`src/amber_sys_pkg.sv`:
```
`default_nettype none

package amber_sys_pkg;

    // ----------------------------------------------------------
    // Bus widths and shared types
    // ----------------------------------------------------------
    localparam int WB_DWIDTH = 32;
    localparam int WB_SWIDTH = 4;

    typedef logic [31:0]          wb_adr_t;
    typedef logic [WB_DWIDTH-1:0] wb_dat_t;
    typedef logic [WB_SWIDTH-1:0] wb_sel_t;
    typedef logic [3:0]           led_t;
    typedef logic [15:0]          timer_cnt_t;

    // Bit 0 test irq, bit 1 test firq, bits 4:2 timers 0 to 2
    typedef logic [4:0]           irq_src_t;

    // Bit 0 boot, 1 test, 2 timer, 3 interrupt controller
    typedef logic [3:0]           slave_stb_t;

    // ----------------------------------------------------------
    // Address map, compared against address bits 31:24
    // ----------------------------------------------------------
    localparam logic [7:0] REGION_BOOT  = 8'h00;
    localparam logic [7:0] REGION_TIMER = 8'h13;
    localparam logic [7:0] REGION_INTC  = 8'h14;
    localparam logic [7:0] REGION_TEST  = 8'hF0;

    // Boot memory decodes address bits 10:2 only
    localparam int BOOT_MEM_WORDS = 512;

    localparam int NUM_TIMERS   = 3;
    localparam int TIMER_STRIDE = 'h100;

    // ----------------------------------------------------------
    // Register offsets, compared against address bits 7:0
    // ----------------------------------------------------------
    localparam logic [7:0] TIMER_LOAD     = 8'h00;
    localparam logic [7:0] TIMER_VALUE    = 8'h04;
    localparam logic [7:0] TIMER_CTRL     = 8'h08;
    localparam logic [7:0] TIMER_CLEAR    = 8'h0C;

    localparam logic [7:0] TEST_LED       = 8'h00;
    localparam logic [7:0] TEST_IRQ       = 8'h04;
    localparam logic [7:0] TEST_FIRQ      = 8'h08;

    localparam logic [7:0] IC_IRQ_STATUS  = 8'h00;
    localparam logic [7:0] IC_IRQ_RAW     = 8'h04;
    localparam logic [7:0] IC_IRQ_EN_SET  = 8'h08;
    localparam logic [7:0] IC_IRQ_EN_CLR  = 8'h0C;
    localparam logic [7:0] IC_FIRQ_STATUS = 8'h10;
    localparam logic [7:0] IC_FIRQ_EN_SET = 8'h14;
    localparam logic [7:0] IC_FIRQ_EN_CLR = 8'h18;

endpackage

`default_nettype wire

```
`src/wb_decoder.sv`:
```
`timescale 1ns/1ns
`default_nettype none

module wb_decoder (
    input  wire                             i_clk,
    input  wire                             i_reset,
    input  wire amber_sys_pkg::wb_adr_t     i_wb_adr,
    input  wire                             i_wb_cyc,
    input  wire                             i_wb_stb,
    input  wire amber_sys_pkg::slave_stb_t  i_slave_ack,
    input  wire amber_sys_pkg::wb_dat_t     i_boot_dat,
    input  wire amber_sys_pkg::wb_dat_t     i_test_dat,
    input  wire amber_sys_pkg::wb_dat_t     i_timer_dat,
    input  wire amber_sys_pkg::wb_dat_t     i_intc_dat,
    output amber_sys_pkg::slave_stb_t       o_slave_stb,
    output amber_sys_pkg::wb_dat_t          o_wb_dat,
    output logic                            o_wb_ack,
    output logic                            o_wb_err
);

    logic [7:0] region;
    logic       bus_req;
    logic       unmapped;
    logic       unmapped_d;

    assign region  = i_wb_adr[31:24];
    assign bus_req = i_wb_cyc && i_wb_stb;

    // One strobe per slave, anything else is unmapped
    always_comb begin
        o_slave_stb = '0;
        unmapped    = 1'b0;
        case (region)
            amber_sys_pkg::REGION_BOOT:  o_slave_stb[0] = bus_req;
            amber_sys_pkg::REGION_TEST:  o_slave_stb[1] = bus_req;
            amber_sys_pkg::REGION_TIMER: o_slave_stb[2] = bus_req;
            amber_sys_pkg::REGION_INTC:  o_slave_stb[3] = bus_req;
            default:                     unmapped       = bus_req;
        endcase
    end

    // Read data follows the region of the held address
    always_comb begin
        case (region)
            amber_sys_pkg::REGION_BOOT:  o_wb_dat = i_boot_dat;
            amber_sys_pkg::REGION_TEST:  o_wb_dat = i_test_dat;
            amber_sys_pkg::REGION_TIMER: o_wb_dat = i_timer_dat;
            amber_sys_pkg::REGION_INTC:  o_wb_dat = i_intc_dat;
            default:                     o_wb_dat = '0;
        endcase
    end

    assign o_wb_ack = |i_slave_ack;

    // Error pulse, same timing as a slave ack
    always_ff @(posedge i_clk) begin
        if (i_reset) begin
            unmapped_d <= 1'b0;
            o_wb_err   <= 1'b0;
        end else begin
            unmapped_d <= unmapped;
            o_wb_err   <= unmapped && !unmapped_d;
        end
    end

endmodule

`default_nettype wire
```
`config.mk`:
```
export PLATFORM = sky130hd
export DESIGN_NAME = wb_decoder
export DESIGN_NICKNAME = d
export VERILOG_FILES = /design/src/amber_sys_pkg.sv /design/src/wb_decoder.sv
export SDC_FILE = /design/constraint.sdc
export NUM_CORES = 1
export LEC_CHECK = 0
export BUFFER_PORTS_ARGS = -buffer_cell sky130_fd_sc_hd__buf_2
export CAP_MARGIN = 25
export CORE_AREA = 2 2 80 82
export DETAILED_ROUTE_END_ITERATION = 16
export DIE_AREA = 0 0 82 84
export PLACE_DENSITY = 0.71
export SYNTH_ARGS = -nofsm -noshare
export SYNTH_HDL_FRONTEND = slang
export SYNTH_SLANG_ARGS = --single-unit
```
`constraint.sdc`:
```
create_clock -name i_clk -period 2.2 [get_ports i_clk]
set_input_delay 0.22 -clock i_clk [delete_from_list [all_inputs] [get_ports i_clk]]
set_output_delay 0.22 -clock i_clk [all_outputs]
set_load 0.02 [all_outputs]
```
After elaboration in Yosys (flattened, before gate mapping)
Cells that the tools add are included.

Output and inout bits: 38. Input bits: 168. Register bits after elaboration: 2.

Reductions and logical operators: 6. Equal/unequal tests: 3. Muxes and demuxes: 6.

Operator list (count): 32-bit one-hot mux with 4 select lines (1); 8-bit by 5-bit == test with 1-bit output, second input constant (2); 8-bit == test, second input constant (1); 8-bit logical NOT (1); 4-bit OR reduction (2); 1-bit two-way mux (5); 1-bit logical AND (2); 1-bit logical NOT (1).

Longest topological paths before layout
Word-level depth: 4. Gate-level depth with buffers: 5. Gate-level depth less buffers: 3.

Worst setup path after synthesis
OpenSTA, ideal clock, no wires.

Path type: in2out. Start point: input i_wb_adr[29]. End point: output o_wb_dat[10]. Stages on the path: 4. Arrival: 1.320 ns. Data required time: 1.980 ns. Slack: 0.660 ns. Cell sequence: or4b_1 buf_6 buf_6 o211ai_2.

Longest elaborated chain between the ends: 2. Elaborated cells on any way between the ends: 5. Classes of those cells: eq/ne (3); mux (1); reduce/logical (1).

Ends and longest elaborated chain: start: declaration (line wb_decoder.sv:7) `input wire amber_sys_pkg::wb_adr_t i_wb_adr,`; 8-bit by 5-bit == test with 1-bit output (tied with other cells) (line wb_decoder.sv:44) `case (region)`; 32-bit one-hot mux with 4 select lines (*) (line wb_decoder.sv:44); end: declaration (line wb_decoder.sv:16) `output amber_sys_pkg::wb_dat_t o_wb_dat,`.

Mark *: on every way between the ends. The rest lies on a longest branch, timed or not.

Worst setup path in the final report
Start point: input i_wb_adr[29]. End point: output o_wb_dat[31].

The elaborated chain is that of the path after synthesis.

==> key figures <==
Floorplanning
  • Core area: 0.00610 sq mm
  • Initial Utilization: 21.7%
  • Die area: 0.00689 sq mm
  • Site row count: 29
  • Die width: 82 um
  • Die H: 84 um
  • Top-Level Pins: 206

Worst hold path
  • Hold Crit Endpoint: unmapped_d
  • Hold path depth: 2
  • Worst Hold Class: primary input to flip-flop
  • Hold Path Origin: i_reset

Synth
  • Compound-Gate Fraction of Synth Area: 47.9%
  • Syn avg cell area: 7.51 sq um
  • Syn Nets: 344
  • Synth area leaders: o211ai_2 26%, nand3_1 24%, a22oi_1 18%
  • Post-synthesis xor/xnor area fraction: 0%
  • Largest family of logic cells by synthesized area: compound AO/OA/AOI/OAI gates
  • Distinct cells, synth: 26
  • Synth Warn #: 0
  • Post-synth top flop: dfxtp_1
  • Top-area cell type share of the netlist area: 26.5%
  • Post-synthesis cell area: 0.00132 sq mm
  • Post-synth top area cell: o211ai_2
  • Mux cell area share after synthesis: 0%
  • Synth Register Bits: 2
  • Post-synthesis sequential area ratio: 3.03%
  • Synth Area in Simple Gates: 37.7%
  • Gate count after technology mapping: 176
  • Post-synth EDFFs: 0
  • Synth Area in Adders: 0%
  • Synth async-reset ratio: 0%

Power and ir drop
  • Sw Pwr: 0.136 mW
  • Clock power share: 35.3%
  • Pwr dens: 176 mW/mm^2
  • Switching part of the total: 33.3%
  • Part of the power in combinational logic: 55.3%
  • Part of the power in registers: 9.4%
  • Internal power: 0.273 mW
  • Leak pwr: 1.19 nW
  • Peak VDD IR: 0.000217 V

Worst setup path
  • Worst Reg-to-Reg Cells: 2
  • Req. time, crit path: 1.98 ns
  • Critical Path End Type: primary output
  • Worst r2r src: unmapped_d
  • Crit path max fanout: 18
  • CP Launch Type: primary input
  • Crit path DAT: 1.70 ns
  • R2R Setup Slk: 1.35 ns
  • Kind of critical path: primary input to primary output
  • FF-to-FF End: o_wb_err

Clocking
  • Hold buffers post-CTS: 0
  • Clock transition at path regs: 0.03 ns
  • CTS tree: built
  • Htree depth: 1
  • Post-CTS sizing: 0
  • Postcts setup bufs: 0
  • CTS Buf Count: 3
  • CTS Sinks: 2
  • Clock Tree Buf Depth: 2
  • Clk_lat worst skew: 0.21 ns
  • Root Driver: clkbuf_8

Placement
  • HPWL after DPL: 4650 um
  • Placed Instance Area: 0.00228 sq mm
  • Gpl congestion: 0.783
  • Port Buffers: 181

Global routing
  • Vias in the first global route: 2106
  • Global-route wire length before repair: 8760 um
  • GRT Overall Usage: 15.1%
  • Initial antenna violation count: 0
  • Grt total ovfl: 0
  • Largest net degree at the start of global routing: 38

Timing
  • Clock skew: 0.00145 ns
  • Fmax: 520 MHz
  • Hold slack: 0.193 ns
  • Slew headroom: 75.4%
  • RSZ-0062 raised after global routing: false
  • Hold Vio Cnt, Final: 0
  • Max-slew violation count: 0
  • TNS Setup: 0 ns
  • Tcrit/Tclk final: 87.4%
  • Final setup vio count: 0
  • Slew @ Worst Pin: 0.369 ns
  • Post-route minimum period: 1.92 ns

Cells and area
  • Layout overhead on the synthesized area: 75.6%
  • Antenna diode count: 0
  • Final instance area: 0.00232 sq mm
  • Layout cells sized above 1: 66.3%
  • Final #Nets: 517

Routing
  • Drt wl/cell: 13.6 um
  • Total routed wirelength: 5790 um
  • First-pass iteration count of the detailed router: 4
  • # DRC: 0
  • Initial DRC Count: 139
  • Number of routed nets with antenna violations: 0
  • DR vias: 2147
  • Vias/cell: 5.06

Run status
  • Status: finished clean

Job
  • Maxcap violations: 0
==> Yosys cell counts (2+ instances only) <==
cell       n
nand3_1   64
a22oi_1   32
o211ai_2  28
clkbuf_1  10
buf_2      9
o211ai_1   4
buf_6      3
nand2_1    3
buf_4      2
dfxtp_1    2
nor2_1     2
nor3_4     2
or4b_1     2
==> logic make-up after synthesis <==
| family | Yosys count |
|---|---|
| compound gates | 66 |
| buf+inv | 25 |
| simple gates | 83 |
| flops | 2 |
==> stage by stage <==
stage / setup WS [ns] / utilization (%) / power (mW) / cells
after global placement: 0.311 / 37.4 / 0.258 / 421
after floorplan: 0.660 / - / 0.115 / 176
after global routing: 0.236 / 38.1 / 0.440 / 424
after detailed placement: 0.292 / 37.4 / 0.263 / 421
after CTS: 0.281 / 38.1 / 0.416 / 424
final: 0.278 / 38.1 / 0.410 / 424
==> layer usage <==
metal / up-vias / global-route usage, % / part of all wire (%)
met5: - / 0 / 0
met4: 0 / 3.79 / 0.26
met2: 97 / 29.6 / 54
met1: 985 / 16.9 / 38
li1: 1063 / - / -
met3: 2 / 1.19 / 7.5
==> cell type report <==
class / count / area (sq um)
Timing Repair Buffer: 193 / 996
Tap cell: 77 / 96.3
Fill cell: 662 / 3770
Multi-Input combinational cell: 149 / 1150
Clock buffer: 3 / 41.3
Sequential cell: 2 / 40.0
==> power by group through the flow <==
| stage | clock (mW) | combinational [mW] | sequential [mW] |
|---|---|---|---|
| finish | 0.145 | 0.227 | 0.0384 |
| floorplan | 0 | 0.0751 | 0.0398 |
| CTS | 0.151 | 0.226 | 0.0384 |
| global placement | 0 | 0.219 | 0.0388 |
| detailed placement | 0 | 0.225 | 0.0388 |
| global route | 0.154 | 0.247 | 0.0384 |
==> layout by cell type (no fill, tap or decap), types with 2 or more instances in the layout <==
master    instances
buf_2           181
nand3_1          64
a22oi_1          32
o211ai_2         28
buf_4            12
o211ai_1          4
nand2_1           3
clkbuf_8          3
nor4_4            2
nor3_4            2
nor2_1            2
dfxtp_1           2
==> worst max-delay path: stages <==
cell and delay (ns):
buf_2 0.12, or4b_2 0.69, buf_4 0.25, o211ai_1 0.22, buf_2 0.20
==> worst max path at each step <==
stage	startpoint	end	depth (start not counted)
2_1_floorplan	i_wb_adr[29]	o_wb_dat[10]	4
5_1_grt	i_wb_adr[29]	o_wb_dat[19]	5
6_report	i_wb_adr[29]	o_wb_dat[31]	5
4_1_cts	i_wb_adr[29]	o_wb_dat[31]	5
3_3_place_gp	i_wb_adr[29]	o_wb_dat[21]	5
3_5_place_dp	i_wb_adr[29]	o_wb_dat[31]	5
==> state kept, by name (all words and copies together) (netlist names) <==
name	count
o_wb_err	1
unmapped_d	1
Power figures use the tool's default switching activity.
