--- src/amber_sys_pkg.sv ---
`default_nettype none

package amber_sys_pkg;

    // ----------------------------------------------------------
    // Bus widths and shared types
    // ----------------------------------------------------------
    localparam int WB_DWIDTH = 32;
    localparam int WB_SWIDTH = 4;

    typedef logic [31:0]          wb_adr_t;
    typedef logic [WB_DWIDTH-1:0] wb_dat_t;
    typedef logic [WB_SWIDTH-1:0] wb_sel_t;
    typedef logic [3:0]           led_t;
    typedef logic [15:0]          timer_cnt_t;

    // Bit 0 test irq, bit 1 test firq, bits 4:2 timers 0 to 2
    typedef logic [4:0]           irq_src_t;

    // Bit 0 boot, 1 test, 2 timer, 3 interrupt controller
    typedef logic [3:0]           slave_stb_t;

    // ----------------------------------------------------------
    // Address map, compared against address bits 31:24
    // ----------------------------------------------------------
    localparam logic [7:0] REGION_BOOT  = 8'h00;
    localparam logic [7:0] REGION_TIMER = 8'h13;
    localparam logic [7:0] REGION_INTC  = 8'h14;
    localparam logic [7:0] REGION_TEST  = 8'hF0;

    // Boot memory decodes address bits 10:2 only
    localparam int BOOT_MEM_WORDS = 512;

    localparam int NUM_TIMERS   = 3;
    localparam int TIMER_STRIDE = 'h100;

    // ----------------------------------------------------------
    // Register offsets, compared against address bits 7:0
    // ----------------------------------------------------------
    localparam logic [7:0] TIMER_LOAD     = 8'h00;
    localparam logic [7:0] TIMER_VALUE    = 8'h04;
    localparam logic [7:0] TIMER_CTRL     = 8'h08;
    localparam logic [7:0] TIMER_CLEAR    = 8'h0C;

    localparam logic [7:0] TEST_LED       = 8'h00;
    localparam logic [7:0] TEST_IRQ       = 8'h04;
    localparam logic [7:0] TEST_FIRQ      = 8'h08;

    localparam logic [7:0] IC_IRQ_STATUS  = 8'h00;
    localparam logic [7:0] IC_IRQ_RAW     = 8'h04;
    localparam logic [7:0] IC_IRQ_EN_SET  = 8'h08;
    localparam logic [7:0] IC_IRQ_EN_CLR  = 8'h0C;
    localparam logic [7:0] IC_FIRQ_STATUS = 8'h10;
    localparam logic [7:0] IC_FIRQ_EN_SET = 8'h14;
    localparam logic [7:0] IC_FIRQ_EN_CLR = 8'h18;

endpackage

`default_nettype wire

--- src/interrupt_controller.sv ---
`timescale 1ns/1ns
`default_nettype none

module interrupt_controller (
    input  wire                                   i_clk,
    input  wire                                   i_reset,
    input  wire                                   i_stb,
    input  wire                                   i_wb_we,
    input  wire amber_sys_pkg::wb_adr_t           i_wb_adr,
    input  wire amber_sys_pkg::wb_dat_t           i_wb_dat,
    input  wire                                   i_test_irq,
    input  wire                                   i_test_firq,
    input  wire [amber_sys_pkg::NUM_TIMERS-1:0]   i_timer_int,
    output amber_sys_pkg::wb_dat_t                o_wb_dat,
    output logic                                  o_ack,
    output logic                                  o_irq,
    output logic                                  o_firq
);

    amber_sys_pkg::irq_src_t raw;
    amber_sys_pkg::irq_src_t wr_bits;
    amber_sys_pkg::irq_src_t irq_en_q;
    amber_sys_pkg::irq_src_t firq_en_q;
    amber_sys_pkg::irq_src_t irq_status;
    amber_sys_pkg::irq_src_t firq_status;
    logic [7:0]              offset;
    logic                    stb_d;
    logic                    access;
    logic                    wr_en;

    assign raw         = {i_timer_int, i_test_firq, i_test_irq};
    assign wr_bits     = amber_sys_pkg::irq_src_t'(i_wb_dat);
    assign irq_status  = raw & irq_en_q;
    assign firq_status = raw & firq_en_q;

    assign offset = i_wb_adr[7:0];
    assign access = i_stb && !stb_d;
    assign wr_en  = access && i_wb_we;

    always_ff @(posedge i_clk) begin
        if (i_reset) begin
            stb_d     <= 1'b0;
            o_ack     <= 1'b0;
            irq_en_q  <= '0;
            firq_en_q <= '0;
            o_irq     <= 1'b0;
            o_firq    <= 1'b0;
        end else begin
            stb_d  <= i_stb;
            o_ack  <= access;
            o_irq  <= |irq_status;
            o_firq <= |firq_status;
            if (wr_en) begin
                case (offset)
                    amber_sys_pkg::IC_IRQ_EN_SET:  irq_en_q  <= irq_en_q | wr_bits;
                    amber_sys_pkg::IC_IRQ_EN_CLR:  irq_en_q  <= irq_en_q & ~wr_bits;
                    amber_sys_pkg::IC_FIRQ_EN_SET: firq_en_q <= firq_en_q | wr_bits;
                    amber_sys_pkg::IC_FIRQ_EN_CLR: firq_en_q <= firq_en_q & ~wr_bits;
                    default: ;
                endcase
            end
        end
    end

    // SET offsets read back the current mask
    always_comb begin
        case (offset)
            amber_sys_pkg::IC_IRQ_STATUS:  o_wb_dat = amber_sys_pkg::wb_dat_t'(irq_status);
            amber_sys_pkg::IC_IRQ_RAW:     o_wb_dat = amber_sys_pkg::wb_dat_t'(raw);
            amber_sys_pkg::IC_IRQ_EN_SET:  o_wb_dat = amber_sys_pkg::wb_dat_t'(irq_en_q);
            amber_sys_pkg::IC_FIRQ_STATUS: o_wb_dat = amber_sys_pkg::wb_dat_t'(firq_status);
            amber_sys_pkg::IC_FIRQ_EN_SET: o_wb_dat = amber_sys_pkg::wb_dat_t'(firq_en_q);
            default:                       o_wb_dat = '0;
        endcase
    end

endmodule

`default_nettype wire

--- config.mk ---
export PLATFORM = sky130hd
export DESIGN_NAME = interrupt_controller
export DESIGN_NICKNAME = d
export VERILOG_FILES = /design/src/amber_sys_pkg.sv /design/src/interrupt_controller.sv
export SDC_FILE = /design/constraint.sdc
export NUM_CORES = 1
export LEC_CHECK = 0
export ABC_AREA = 1
export BUFFER_PORTS_ARGS = -buffer_cell sky130_fd_sc_hd__clkbuf_2
export CORE_ASPECT_RATIO = 0.75
export CORE_MARGIN = 2
export CORE_UTILIZATION = 35
export CTS_CLUSTER_SIZE = 14
export DETAILED_ROUTE_END_ITERATION = 10
export PLACE_DENSITY = 0.76
export SLEW_MARGIN = 20
export SYNTH_ARGS = -nofsm -noshare
export SYNTH_HDL_FRONTEND = slang
export SYNTH_SLANG_ARGS = --single-unit
--- constraint.sdc ---
create_clock -name i_clk -period 1.3 [get_ports i_clk]
set_input_delay 0.13 -clock i_clk [delete_from_list [all_inputs] [get_ports i_clk]]
set_output_delay 0.13 -clock i_clk [all_outputs]
set_load 0.05 [all_outputs]
## Word level (Yosys, flattened, before mapping)

Cells that the tools add are included.

- Register bits after elaboration: 14
- Bits in latches: 0
- RAM bits: 0
- Bits in read-only memories: 0
- Word-level logic and storage cells: 32
- Memories: 0

- Add/sub/neg operators: 0
- Multipliers: 0
- Div/mod/pow operators: 0
- $lt $le $gt $ge: 0
- Eq/ne operators: 6
- Shift operators: 0
- Muxes and demuxes: 3
- Bitwise operators: 7
- Reductions and logical operators: 10

Operators by type and width:

| kind | number |
|---|---|
| $pmux W5 S5 | 1 |
| $eq A8 B5 Y1 const B | 3 |
| $and A5 B5 Y5 | 4 |
| $pmux W5 S2 | 2 |
| $eq A8 B4 Y1 const B | 2 |
| $or A5 B5 Y5 | 2 |
| $reduce_or A5 Y1 | 2 |
| $eq A8 B3 Y1 const B | 1 |
| $logic_not A8 Y1 | 1 |
| $not A5 Y5 | 1 |
| $reduce_and A2 Y1 | 2 |
| $reduce_bool A2 Y1 | 2 |
| $logic_and A1 B1 Y1 | 2 |
| $logic_not A1 Y1 | 1 |

## Longest topological paths before layout

- Depth in word-level cells: 4
- Gate-level depth with buffers: 9

## Worst setup path before layout

OpenSTA, ideal clock, no wires.

- Kind: input-to-output
- Start: in i_wb_adr[1]
- End: out o_wb_dat[3]
- Data arrival time: 1.121 ns
- Path slack: 0.049 ns
- Stages: 7
- Buffers on the path: 0
- Path through: nor2_1 -> nand3_1 -> nor2_1 -> nand2_1 -> nand2_1 -> nand2_1 -> nand4_1

- Word-level cells in the longest chain between the ends: 2
- Elaborated cells between the ends (all ways): 6
- Classes of those cells: 4 x eq/ne; 1 x mux; 1 x reduce/logical

RTL lines:

| what | line | text |
|---|---|---|
| start: declaration | interrupt_controller.sv:9 | `input wire amber_sys_pkg::wb_adr_t i_wb_adr,` |
| $eq A8 B5 Y1, or another cell as far along | interrupt_controller.sv:67 | `case (offset)` |
| $pmux W5 S5 (*) | interrupt_controller.sv:67 |  |
| end: declaration | interrupt_controller.sv:14 | `output amber_sys_pkg::wb_dat_t o_wb_dat,` |

Mark *: on every way between the ends. The rest lies on a longest branch, timed or not.

## Worst setup path after layout

- Start: in i_wb_adr[3]
- End: out o_wb_dat[4]

Same word-level chain as after synthesis.

==> flow_summary.toml <==
[finish]
area_growth_pct = 37.72
drive_gt1_share_pct = 39.30
nNetsFinal = 331
utilization_pct = 50.03
n_antenna_cell = 0
final_cells = 309
nFillCells = 365

[floorplanning]
pin_count = 108
rows = 19
die-area_um2 = 4314
die_height_um = 57.39
die_w_um = 75.18
core-area_um2 = 3661
start_util_pct = 36.33

[logic_synthesis]
avgSynthCellArea_um2 = 6.303
seq_area_frac_synth_pct = 21.07
synthDistinctLibCells = 23
synth_area_um2 = 1330
ys_ff_latch = 14
synthCells = 211
synth_warnings = 0

[route]
wl_um = 3346
wire_per_inst_um = 10.83
drt_iter0_drc = 127
via_per_inst = 4.430
ant_nets = 0
dr.pass1.iters = 4
vias = 1369
drc = 0

[worst_setup_path]
path_max_fanout = 5
reg2reg_from = "stb_d$_SDFF_PP0_"
path_buf_inv = 4
path_cells = "buf_4, inv_4, nand2_2, nor2_4, nand2_4, inv_2, nand2_1, o21ai_1, nor2_1, nand2_1, buf_12"
critPathRequiredTime_ns = 1.17
end_kind = "output pin"
critPathMaxStageDelay_ns = 0.15
cpMostUsedCell = "nand2_1"
crit_family = "simple AND/OR/NAND/NOR gates"
cp_slowest_cell = "nor2_4"
crit_path_start = "i_wb_adr[3]"
cp.arrival_ns = 1.12
critical_path_class = "in -> out"
crit_path_start_kind = "input pin"

[global_route]
grt_usage_pct = 14.35
antenna_found_initial = 0
grt_max_degree = 21
grt_pass1_vias = 1096
grt_pass1_wl_um = 4836
grt.overflow.total = 0

[pwr]
switchingPower_mw = 0.4394
clkPwrFrac_pct = 33.9
p_leak_nw = 0.9045
combPwrFrac_pct = 30.7
finalPower_mw = 1.222
p_sw_share_pct = 35.96
power.density_nw_per_um2 = 667.1
pwr-share-seq_pct = 35.4
vdd_drop_max_mv = 0.8974
p_int_mw = 0.7826

[place]
gp_congestion = 0.8174
place_ws_ns = -0.1179
port_buffers = 29
place_inst = 302
dp_hpwl_um = 2541

[cts]
hold_buffers = 0
cts.sinks = 14
clk_transition_reported_paths_ns = 0.06
insertion_delay_ns = 0.24
htreeDepth = 1
clock-root-buffer = "clkbuf_8"
cts_tree = "built"
cts_buffers = 3
cts.path.max_buffers = 2

[sta]
hold_violations = 0
postLayoutSetupSlackWorst_ns = 0.04780
finalSetupViolCount = 0
max_freq_mhz = 798.6
fin_skew_ns = 0.005868
maxSlewViolCount = 0
min_period_ns = 1.252
rsz0062_at_grt = "yes"
fin_crit_sh_pct = 96.32
whs_ns = 0.1245

[hold_path]
hp-start = "i_stb"
hold_class = "in -> reg"

[outcome]
status = "finished, final reports clean"

[flow_run]
cap_violations = 0
## path summary, 6_finish.rpt
path,endpoint,slack [ns],cells after the start
worst max-delay path,o_wb_dat[4],0.05,11
worst min-delay path,stb_d$_SDFF_PP0_,0.12,3
worst max register to register,register,0.20,6
worst min register to register,o_ack$_SDFF_PP0_,0.44,1
## synthesized netlist by cell type (all sizes together)
library cell / n / share of area [%]
a21oi: 3 / 1.1
a221oi: 2 / 1.3
buf: 29 / 16
clkinv: 1 / 0.28
conb: 1 / 0.28
dfxtp: 14 / 21
inv: 37 / 10
nand2: 51 / 18
nand3: 23 / 8.7
nand4: 13 / 6.1
nor2: 28 / 13
nor3: 3 / 1.1
nor3b: 1 / 0.56
o21ai: 4 / 1.5
o22ai: 1 / 0.47
## final cells by class
| cell class | count | area [um^2] | share of cell area (%) |
|---|---|---|---|
| Clock buffer | 4 | 55.05 | 3.005 |
| Sequential cell | 14 | 286.5 | 15.64 |
| Multi-Input combinational cell | 156 | 880.8 | 48.09 |
| Timing Repair Buffer | 45 | 389.1 | 21.24 |
| Inverter | 38 | 155.1 | 8.470 |
| Tap cell | 52 | 65.06 | 3.552 |
## stage by stage
stage | setup TNS (ns) | instance area (um^2)
3_3_place_gp | -0.2648 | 1600
5_1_grt | -0.04003 | 1832
2_1_floorplan | 0 | 1428
4_1_cts | 0 | 1682
3_5_place_dp | -0.3405 | 1600
6_report | 0 | 1832
## power by group through the flow
stage / Sequential [mW] / Combinational, mW / Clock [mW]
2_1_floorplan: 0.450 / 0.307 / 0
3_3_place_gp: 0.444 / 0.332 / 0
3_5_place_dp: 0.444 / 0.337 / 0
4_1_cts: 0.435 / 0.340 / 0.429
5_1_grt: 0.433 / 0.396 / 0.454
6_report: 0.433 / 0.376 / 0.414
## worst reg2reg max path, delay by kind of cell, from the launching register on
family,cells,cell delay (ns)
AND/OR/NAND/NOR,4,0.49
buffers and inverters,2,0.22
flip-flops,1,0.32
## layout by cell type (no fill, tap or decap), drive strengths merged
master   n
nand3   23
buf     27
nor3     3
o22ai    1
nor3b    1
clkinv   1
nand2   51
o21ai    4
nand4   13
a221oi   2
inv     37
a21oi    3
dfxtp   14
nor2    28
clkbuf  22
conb    27
## per-layer routing
layer	vias to the layer above	part of all wire, %	GRT usage, %	wire (um)
li1	705	-	-	-
met1	610	46	20.86	1551
met2	52	47	22.31	1573
met3	2	6.5	4.064	219
met4	0	0.060	0.7519	2
met5	-	0	0	0
## cell families after synthesis
family                 after synthesis  share of synthesized area [%]
AO/OA/AOI/OAI                       10                          4.421
AND/OR/NAND/NOR                    119                          47.51
flip-flops                          14                          21.07
other                                1                         0.2819
buffers and inverters               67                          26.72
## timing repair
action                                 4_1_cts  5_1_grt
gates resized for setup                      6       43
pin swaps                                    0       17
setup endpoints to repair                    4        5
endpoints found under the hold margin        0        0
setup buffers                                0        3
Power figures use the tool's default switching activity.
