==> src/amber_sys_pkg.sv <==
`default_nettype none

package amber_sys_pkg;

    // ----------------------------------------------------------
    // Bus widths and shared types
    // ----------------------------------------------------------
    localparam int WB_DWIDTH = 32;
    localparam int WB_SWIDTH = 4;

    typedef logic [31:0]          wb_adr_t;
    typedef logic [WB_DWIDTH-1:0] wb_dat_t;
    typedef logic [WB_SWIDTH-1:0] wb_sel_t;
    typedef logic [3:0]           led_t;
    typedef logic [15:0]          timer_cnt_t;

    // Bit 0 test irq, bit 1 test firq, bits 4:2 timers 0 to 2
    typedef logic [4:0]           irq_src_t;

    // Bit 0 boot, 1 test, 2 timer, 3 interrupt controller
    typedef logic [3:0]           slave_stb_t;

    // ----------------------------------------------------------
    // Address map, compared against address bits 31:24
    // ----------------------------------------------------------
    localparam logic [7:0] REGION_BOOT  = 8'h00;
    localparam logic [7:0] REGION_TIMER = 8'h13;
    localparam logic [7:0] REGION_INTC  = 8'h14;
    localparam logic [7:0] REGION_TEST  = 8'hF0;

    // Boot memory decodes address bits 10:2 only
    localparam int BOOT_MEM_WORDS = 512;

    localparam int NUM_TIMERS   = 3;
    localparam int TIMER_STRIDE = 'h100;

    // ----------------------------------------------------------
    // Register offsets, compared against address bits 7:0
    // ----------------------------------------------------------
    localparam logic [7:0] TIMER_LOAD     = 8'h00;
    localparam logic [7:0] TIMER_VALUE    = 8'h04;
    localparam logic [7:0] TIMER_CTRL     = 8'h08;
    localparam logic [7:0] TIMER_CLEAR    = 8'h0C;

    localparam logic [7:0] TEST_LED       = 8'h00;
    localparam logic [7:0] TEST_IRQ       = 8'h04;
    localparam logic [7:0] TEST_FIRQ      = 8'h08;

    localparam logic [7:0] IC_IRQ_STATUS  = 8'h00;
    localparam logic [7:0] IC_IRQ_RAW     = 8'h04;
    localparam logic [7:0] IC_IRQ_EN_SET  = 8'h08;
    localparam logic [7:0] IC_IRQ_EN_CLR  = 8'h0C;
    localparam logic [7:0] IC_FIRQ_STATUS = 8'h10;
    localparam logic [7:0] IC_FIRQ_EN_SET = 8'h14;
    localparam logic [7:0] IC_FIRQ_EN_CLR = 8'h18;

endpackage

`default_nettype wire

==> src/timer_module.sv <==
`timescale 1ns/1ns
`default_nettype none

module timer_module (
    input  wire                                  i_clk,
    input  wire                                  i_reset,
    input  wire                                  i_stb,
    input  wire                                  i_wb_we,
    input  wire amber_sys_pkg::wb_adr_t          i_wb_adr,
    input  wire amber_sys_pkg::wb_dat_t          i_wb_dat,
    output amber_sys_pkg::wb_dat_t               o_wb_dat,
    output logic                                 o_ack,
    output logic [amber_sys_pkg::NUM_TIMERS-1:0] o_timer_int
);

    localparam int N       = amber_sys_pkg::NUM_TIMERS;
    localparam int SEL_LSB = $clog2(amber_sys_pkg::TIMER_STRIDE);

    amber_sys_pkg::timer_cnt_t load_q  [N];
    amber_sys_pkg::timer_cnt_t count_q [N];
    logic [N-1:0]              enable_q;
    logic [N-1:0]              flag_q;
    logic [1:0]                sel;
    logic [7:0]                offset;
    logic                      stb_d;
    logic                      access;
    logic                      wr_en;

    // Address bits 9:8 pick the timer
    assign sel    = i_wb_adr[SEL_LSB +: 2];
    assign offset = i_wb_adr[7:0];
    assign access = i_stb && !stb_d;
    assign wr_en  = access && i_wb_we;

    always_ff @(posedge i_clk) begin
        if (i_reset) begin
            stb_d    <= 1'b0;
            o_ack    <= 1'b0;
            enable_q <= '0;
            flag_q   <= '0;
            for (int i = 0; i < N; i++) begin
                load_q[i]  <= '0;
                count_q[i] <= '0;
            end
        end else begin
            stb_d <= i_stb;
            o_ack <= access;
            for (int i = 0; i < N; i++) begin
                // Reload and flag on the clock that would pass zero
                if (enable_q[i]) begin
                    if (count_q[i] == '0) begin
                        count_q[i] <= load_q[i];
                        flag_q[i]  <= 1'b1;
                    end else begin
                        count_q[i] <= count_q[i] - 1'b1;
                    end
                end
                // Bus writes win over the counter
                if (wr_en && sel == 2'(i)) begin
                    case (offset)
                        amber_sys_pkg::TIMER_LOAD: begin
                            load_q[i]  <= amber_sys_pkg::timer_cnt_t'(i_wb_dat);
                            count_q[i] <= amber_sys_pkg::timer_cnt_t'(i_wb_dat);
                        end
                        amber_sys_pkg::TIMER_CTRL:  enable_q[i] <= i_wb_dat[7];
                        amber_sys_pkg::TIMER_CLEAR: flag_q[i]   <= 1'b0;
                        default: ;
                    endcase
                end
            end
        end
    end

    // VALUE reads the live count, CLEAR reads back the flag
    always_comb begin
        o_wb_dat = '0;
        if (sel < 2'(N)) begin
            case (offset)
                amber_sys_pkg::TIMER_LOAD:  o_wb_dat = amber_sys_pkg::wb_dat_t'(load_q[sel]);
                amber_sys_pkg::TIMER_VALUE: o_wb_dat = amber_sys_pkg::wb_dat_t'(count_q[sel]);
                amber_sys_pkg::TIMER_CTRL:  o_wb_dat[7] = enable_q[sel];
                amber_sys_pkg::TIMER_CLEAR: o_wb_dat[0] = flag_q[sel];
                default: ;
            endcase
        end
    end

    assign o_timer_int = flag_q;

endmodule

`default_nettype wire

==> config.mk <==
export PLATFORM = sky130hd
export DESIGN_NAME = timer_module
export DESIGN_NICKNAME = d
export VERILOG_FILES = /design/src/amber_sys_pkg.sv /design/src/timer_module.sv
export SDC_FILE = /design/constraint.sdc
export NUM_CORES = 1
export LEC_CHECK = 0
export BUFFER_PORTS_ARGS = -buffer_cell sky130_fd_sc_hd__buf_2
export CAP_MARGIN = 20
export CORE_MARGIN = 5
export CORE_UTILIZATION = 31
export CTS_BUF_LIST = sky130_fd_sc_hd__clkbuf_8
export DETAILED_ROUTE_END_ITERATION = 10
export SYNTH_ARGS = -nofsm -noshare
export SYNTH_HDL_FRONTEND = slang
export SYNTH_SLANG_ARGS = --single-unit
==> constraint.sdc <==
create_clock -name i_clk -period 8.8 [get_ports i_clk]
set_input_delay 0.88 -clock i_clk [delete_from_list [all_inputs] [get_ports i_clk]]
set_output_delay 0.88 -clock i_clk [all_outputs]
set_load 0.03 [all_outputs]
# Word level (Yosys, flattened, before mapping)
# Memories as Yosys holds them, arrays and structs flattened.
# Cells that the tools add are included.
[word_totals]
regBits = 8
ramBits = 96
inputBits = 68
out_inout_bits = 36
wordCells = 113
memories = 2
[classes]
add_sub_neg = 3
n_lt_le_gt_ge = 2
eq_ne = 5
mux = 69
bitwise = 12
n_reduce_logical = 14
[mem_list]
columns = ["memory", "words", "word_bits", "rd", "rd_ports_with_merged_regs", "wr", "line_no", "text"]
rows = [
  ["count_q", 3, 16, 4, 0, 3, "timer_module.sv:20", "amber_sys_pkg::timer_cnt_t count_q [N];"],
  ["load_q", 3, 16, 4, 0, 3, "timer_module.sv:19", "amber_sys_pkg::timer_cnt_t load_q [N];"],
]
[ops]
columns = ["cell", "n"]
rows = [
  ["16-bit two-way mux", 13],
  ["1-bit two-way mux", 50],
  ["16-bit zero test", 3],
  ["16-bit by 1-bit subtractor with 16-bit output, second input constant", 3],
  ["8-bit by 4-bit equality test with 1-bit output, second input constant", 2],
  ["8-bit case mux with 2 select lines", 1],
  ["1-bit OR", 12],
  ["6-bit case mux with 2 select lines", 1],
  ["8-bit by 3-bit equality test with 1-bit output, second input constant", 1],
  ["8-bit zero test", 1],
  ["1-bit case mux with 3 select lines", 2],
  ["2-bit AND reduction", 3],
  ["1-bit logical AND", 5],
  ["1-bit binary-select mux with 2-bit select", 2],
  ["2-bit by 3-bit < comparator with 1-bit output, second input constant", 1],
  ["2-bit by 1-bit equality test with 1-bit output, second input constant", 1],
  ["2-bit equality test, second input constant", 1],
  ["2-bit zero test", 1],
  ["2-bit < comparator, second input constant", 1],
  ["1-bit zero test", 1],
]

# Depth between registers and ports, before layout
# An unclocked memory read counts as a cell.
[logic_depth]
depth_word = 9
depth_mapped = 10
mapped_depth_nobuf = 8

# Worst setup path after synthesis
# No wires, ideal clock.
[synth_path]
path_type = "input-to-reg"
from = "in i_wb_adr[3]"
to = "mem count_q[2][0] (netlist bit), enable pin"
setup_ns = 0.375
arrival_time_ns = 3.308
required_time_ns = 8.425
slack_ns = 5.118
stages = 5
path_buffers = 1
path_cell_list = "buf_4 > nor4_4 > nand2_2 > o21ai_0 > nand2b_1"
[synth_lines]
columns = ["item", "line_no", "text"]
rows = [
  ["from (decl)", "timer_module.sv:9", "input wire amber_sys_pkg::wb_adr_t i_wb_adr,"],
  ["to (decl)", "timer_module.sv:20", ""],
]

# Final worst setup path
[layout_path]
from = "in i_wb_adr[1]"
to = "out o_wb_dat[10]"
[layout_via]
elab_chain_len = 3
word_cells_on_any_way = 4
classes_between = "eq/ne (1); mux (2); reduce/logical (1)"
[layout_rtl]
columns = ["item", "line_no", "text"]
rows = [
  ["8-bit by 3-bit equality test with 1-bit output / 8-bit zero test (equally long branches)", "timer_module.sv:78", "case (offset)"],
  ["8-bit case mux with 2 select lines (*)", "timer_module.sv:78", ""],
  ["16-bit two-way mux (*)", "timer_module.sv:77", "if (sel < 2'(N)) begin"],
  ["to (decl)", "timer_module.sv:11", "output amber_sys_pkg::wb_dat_t o_wb_dat,"],
]
# Mark *: on every way between the ends. The rest lies on a longest branch, timed or not.

==> results.py <==
metrics = {
    "run_status": {
        "result_of_the_run": "finished, final reports clean",
    },
    "final_layout": {
        "flow.area_growth_from_synthesis_pct": 9.657,
        "finish.utilization_pct": 34.28,
        "layout.filler_cells": 2149,
        "most-common-layout-cells": "96 x sky130_fd_sc_hd__edfxtp_1, 77 x sky130_fd_sc_hd__nand2_1, 69 x sky130_fd_sc_hd__nor2_1",
        "number_of_diodes": 0,
        "nNetsFinal": 762,
        "final_common_cell": "sky130_fd_sc_hd__edfxtp_1",
        "drive_gt1_share_pct": 14.10,
        "post_route_insts_no_fill": 970,
    },
    "critical_path": {
        "crit_path_max_incr_delay_ps": 490,
        "critical_path_buf_inv_count": 3,
        "reg2reg_setup_slack_ps": 5930,
        "startpoint_type": "input pin",
        "cp_cell_instances": "buf_2, nor4_2, nor3b_1, nand2_1, nor2_1, buf_4, a22oi_1, nor2_1, buf_2",
        "endpoint_kind": "primary output",
        "worst-setup-path-type": "in2out",
        "worst-path-max-fanout": 14,
        "critPathTopFamily": "simple AND/OR/NAND/NOR gates",
        "worst-endpoint-arrival_ps": 2750,
        "slowest_stage_cell_crit_path": "sky130_fd_sc_hd__nor3b_1",
        "cp_data_required_time_ps": 7920,
    },
    "synth": {
        "syn_inst_count": 658,
        "synth-adder-area-share_pct": 0.5748,
        "fraction_of_synthesized_cell_area_taken_by_the_top_area_cell_type_pct": 44.15,
        "ys.warnings.count": 0,
        "synth_simple_gate_area_share_pct": 21.86,
        "yosys.cell_types.count": 55,
        "syn_area_um2": 6530,
        "number_of_synthesized_flops_with_an_enable_pin": 96,
        "synth_compound_gate_area_share_pct": 13.09,
        "synth-seq-area-share_pct": 46.60,
        "synthDominantAreaCellType": "sky130_fd_sc_hd__edfxtp_1",
        "synth-xor-area-share_pct": 5.365,
        "netlist_top_cells_area": "sky130_fd_sc_hd__edfxtp_1 44%, sky130_fd_sc_hd__mux2i_1 6.6%, sky130_fd_sc_hd__nand2_1 4.4%",
        "async_reset_ff_share_pct": 0,
        "synth_flop_cell": "sky130_fd_sc_hd__edfxtp_1",
        "synth.mux.area_fraction_pct": 7.109,
        "synth.ff_latch_count": 104,
        "mean_syn_cell_area_um2": 9.924,
        "dominant_combinational_cell_family_by_area_after_synthesis": "simple AND/OR/NAND/NOR gates",
    },
    "sta": {
        "post-route-period-util_pct": 41.21,
        "grt_setup_unrepaired": "false",
        "timing_max_transition_violations_final": 0,
        "hold_slack_ps": 419.7,
        "setup_viol": 0,
        "final.setup.tns_ps": 0,
        "fmaxAchievable_mhz": 275.8,
        "final_hold_viol_count": 0,
        "worst_slew_pin_slew_ps": 911.7,
        "finalCriticalPeriod_ps": 3626,
        "timing.clock.skew_ps": 24.49,
        "slew_headroom_pct": 39.07,
    },
    "placement": {
        "place.gp.congestion": 0.9269,
        "port_buffers": 49,
        "placed_cells_incl_taps": 955,
        "hpwlAfterDp_mm": 13.69,
    },
    "pwr": {
        "powerDensity_nw_per_um2": 139.2,
        "static-leakage-power_nw": 2.614,
        "worst_ir_drop_vdd_v": 0.00008610,
    },
    "floorplan": {
        "placementRows": 53,
        "initial_utilization_pct": 31.26,
        "core_region_area_um2": 20890,
        "chipHeight_um": 155.1,
        "floorplan.die_area_um2": 24070,
        "num_io_pins": 104,
        "die_w_um": 155.1,
    },
    "routing": {
        "routed-via-count": 5123,
        "route.detailed.drc": 0,
        "drtIter0Drc": 565,
        "vias_per_cell": 5.281,
        "postRouteWirelength_mm": 19.22,
        "antenna_violating_nets_post_route": 0,
        "wire_per_inst_um": 19.82,
        "detail_route.first_pass.iterations": 4,
    },
    "cts": {
        "insertion_delay_ps": 380,
        "cts.hold.buffers_added": 0,
        "max-clock-path-buffers": 2,
        "cts_resized": 0,
        "ctsHtreeMaxLevel": 3,
        "post_cts.repair.setup_buffers": 0,
        "cts-root-buf": "sky130_fd_sc_hd__clkbuf_8",
        "clk_pin_slew_ps": 90,
        "cts-buffers-inserted": 9,
        "cts_sinks": 104,
        "tritoncts": "yes",
    },
    "grt": {
        "vias_in_the_first_global_route": 4849,
        "grt.overflow.total": 0,
        "grt_antenna_before_repair": 0,
        "grt_start_max_net_pins": 73,
        "grt_pass1_wl_mm": 29.37,
        "globalRouteTotalUtil_pct": 15.91,
    },
    "run": {
        "max_cap_violations": 0,
    },
    "hold_path": {
        "min-delay-path-class": "reg2reg",
    },
}
synthesized netlist by cell type, types with 3 or more instances:
cell	instances
sky130_fd_sc_hd__edfxtp_1	96
sky130_fd_sc_hd__nand2_1	77
sky130_fd_sc_hd__nor2_1	69
sky130_fd_sc_hd__mux2i_1	43
sky130_fd_sc_hd__o21ai_0	43
sky130_fd_sc_hd__a21oi_1	33
sky130_fd_sc_hd__buf_4	22
sky130_fd_sc_hd__xor2_1	22
sky130_fd_sc_hd__and2_1	18
sky130_fd_sc_hd__xnor2_1	18
sky130_fd_sc_hd__clkbuf_1	17
sky130_fd_sc_hd__or3_1	16
sky130_fd_sc_hd__a221o_1	14
sky130_fd_sc_hd__a22oi_1	14
sky130_fd_sc_hd__nor3_1	14
sky130_fd_sc_hd__o21ai_1	11
sky130_fd_sc_hd__o211ai_1	10
sky130_fd_sc_hd__buf_2	9
sky130_fd_sc_hd__nand2b_1	9
sky130_fd_sc_hd__nand3_1	9
sky130_fd_sc_hd__dfxtp_1	8
sky130_fd_sc_hd__inv_1	8
sky130_fd_sc_hd__and3_1	5
sky130_fd_sc_hd__nand4_1	5
sky130_fd_sc_hd__nor2b_1	5
sky130_fd_sc_hd__nand3b_1	4
sky130_fd_sc_hd__nor4_1	4
sky130_fd_sc_hd__nor4_2	4
sky130_fd_sc_hd__nor4_4	4
sky130_fd_sc_hd__or3b_1	4
sky130_fd_sc_hd__buf_1	3
sky130_fd_sc_hd__buf_6	3
sky130_fd_sc_hd__ha_1	3
sky130_fd_sc_hd__mux2_2	3
sky130_fd_sc_hd__or4_1	3
worst reg2reg max path: cells and delay by family, from the launching register on:
kind	cells	cell delay (ps)
AOI/OAI and AO/OA	1	450
buffers and inverters	1	360
DFF	1	530
muxes	2	530
and+or+nand+nor	3	760
per-layer routing:
| layer | track usage, % | share of wire [%] | vias up |
|---|---|---|---|
| met3 | 2.392 | 5.9 | 14 |
| met1 | 22.78 | 46 | 2507 |
| met2 | 25.18 | 47 | 168 |
| li1 | - | - | 2434 |
| met4 | 4.247 | 1.5 | 0 |
| met5 | 0 | 0 | - |
sequential cells by signal, indices dropped and copies added (netlist names):
| name | count |
|---|---|
| enable_q | 3 |
| count_q | 48 |
| stb_d | 1 |
| o_ack | 1 |
| o_timer_int | 3 |
| load_q | 48 |
power breakdown:
| part | internal [W] | switching [W] | leakage (nW) |
|---|---|---|---|
| Clock | 0.000158 | 0.000174 | 0.103 |
| Combinational | 0.0000298 | 0.0000666 | 1.44 |
| Sequential | 0.000552 | 0.0000167 | 1.08 |
through the flow:
| stage | worst slack (ps) | power, W | instance area (µm²) |
|---|---|---|---|
| 2_1_floorplan | 5118 | 0.0006414 | 6586 |
| 3_3_place_gp | 5161 | 0.0006739 | 6952 |
| 3_5_place_dp | 5166 | 0.0006744 | 6952 |
| 4_1_cts | 5161 | 0.0009967 | 7161 |
| 5_1_grt | 5077 | 0.001030 | 7161 |
| 6_report | 5174 | 0.0009969 | 7161 |
cells by family (layout without fill, tap and decap cells):
| kind of cell | Yosys count | in the layout |
|---|---|---|
| other | 1 | 16 |
| buffers and inverters | 62 | 84 |
| XOR/XNOR | 40 | 40 |
| AND/OR/NAND/NOR | 267 | 267 |
| flip-flops | 104 | 104 |
| adder cells (fa/ha/maj) | 3 | 3 |
| AO/OA/AOI/OAI | 135 | 135 |
| multiplexers | 46 | 46 |
worst paths after layout:
kind / cells after the start / endpoint / from
max: 9 / o_wb_dat[10] / i_wb_adr[1]
min: 1 / o_ack / stb_d
min reg2reg: 1 / o_ack / stb_d
max reg2reg: 7 / count_q[0][11] / count_q[0][8]
cell type report:
type / count / area [µm²] / area share [%]
multi-input cells: 507 / 3199 / 44.68
flip-flops and latches: 104 / 3043 / 42.50
well taps: 275 / 344.1 / 4.805
repair buffers: 61 / 335.3 / 4.683
clock buffers: 9 / 123.9 / 1.730
clock inverters: 6 / 85.08 / 1.188
inverters: 8 / 30.03 / 0.4194
(Power assumes the default switching activity.)
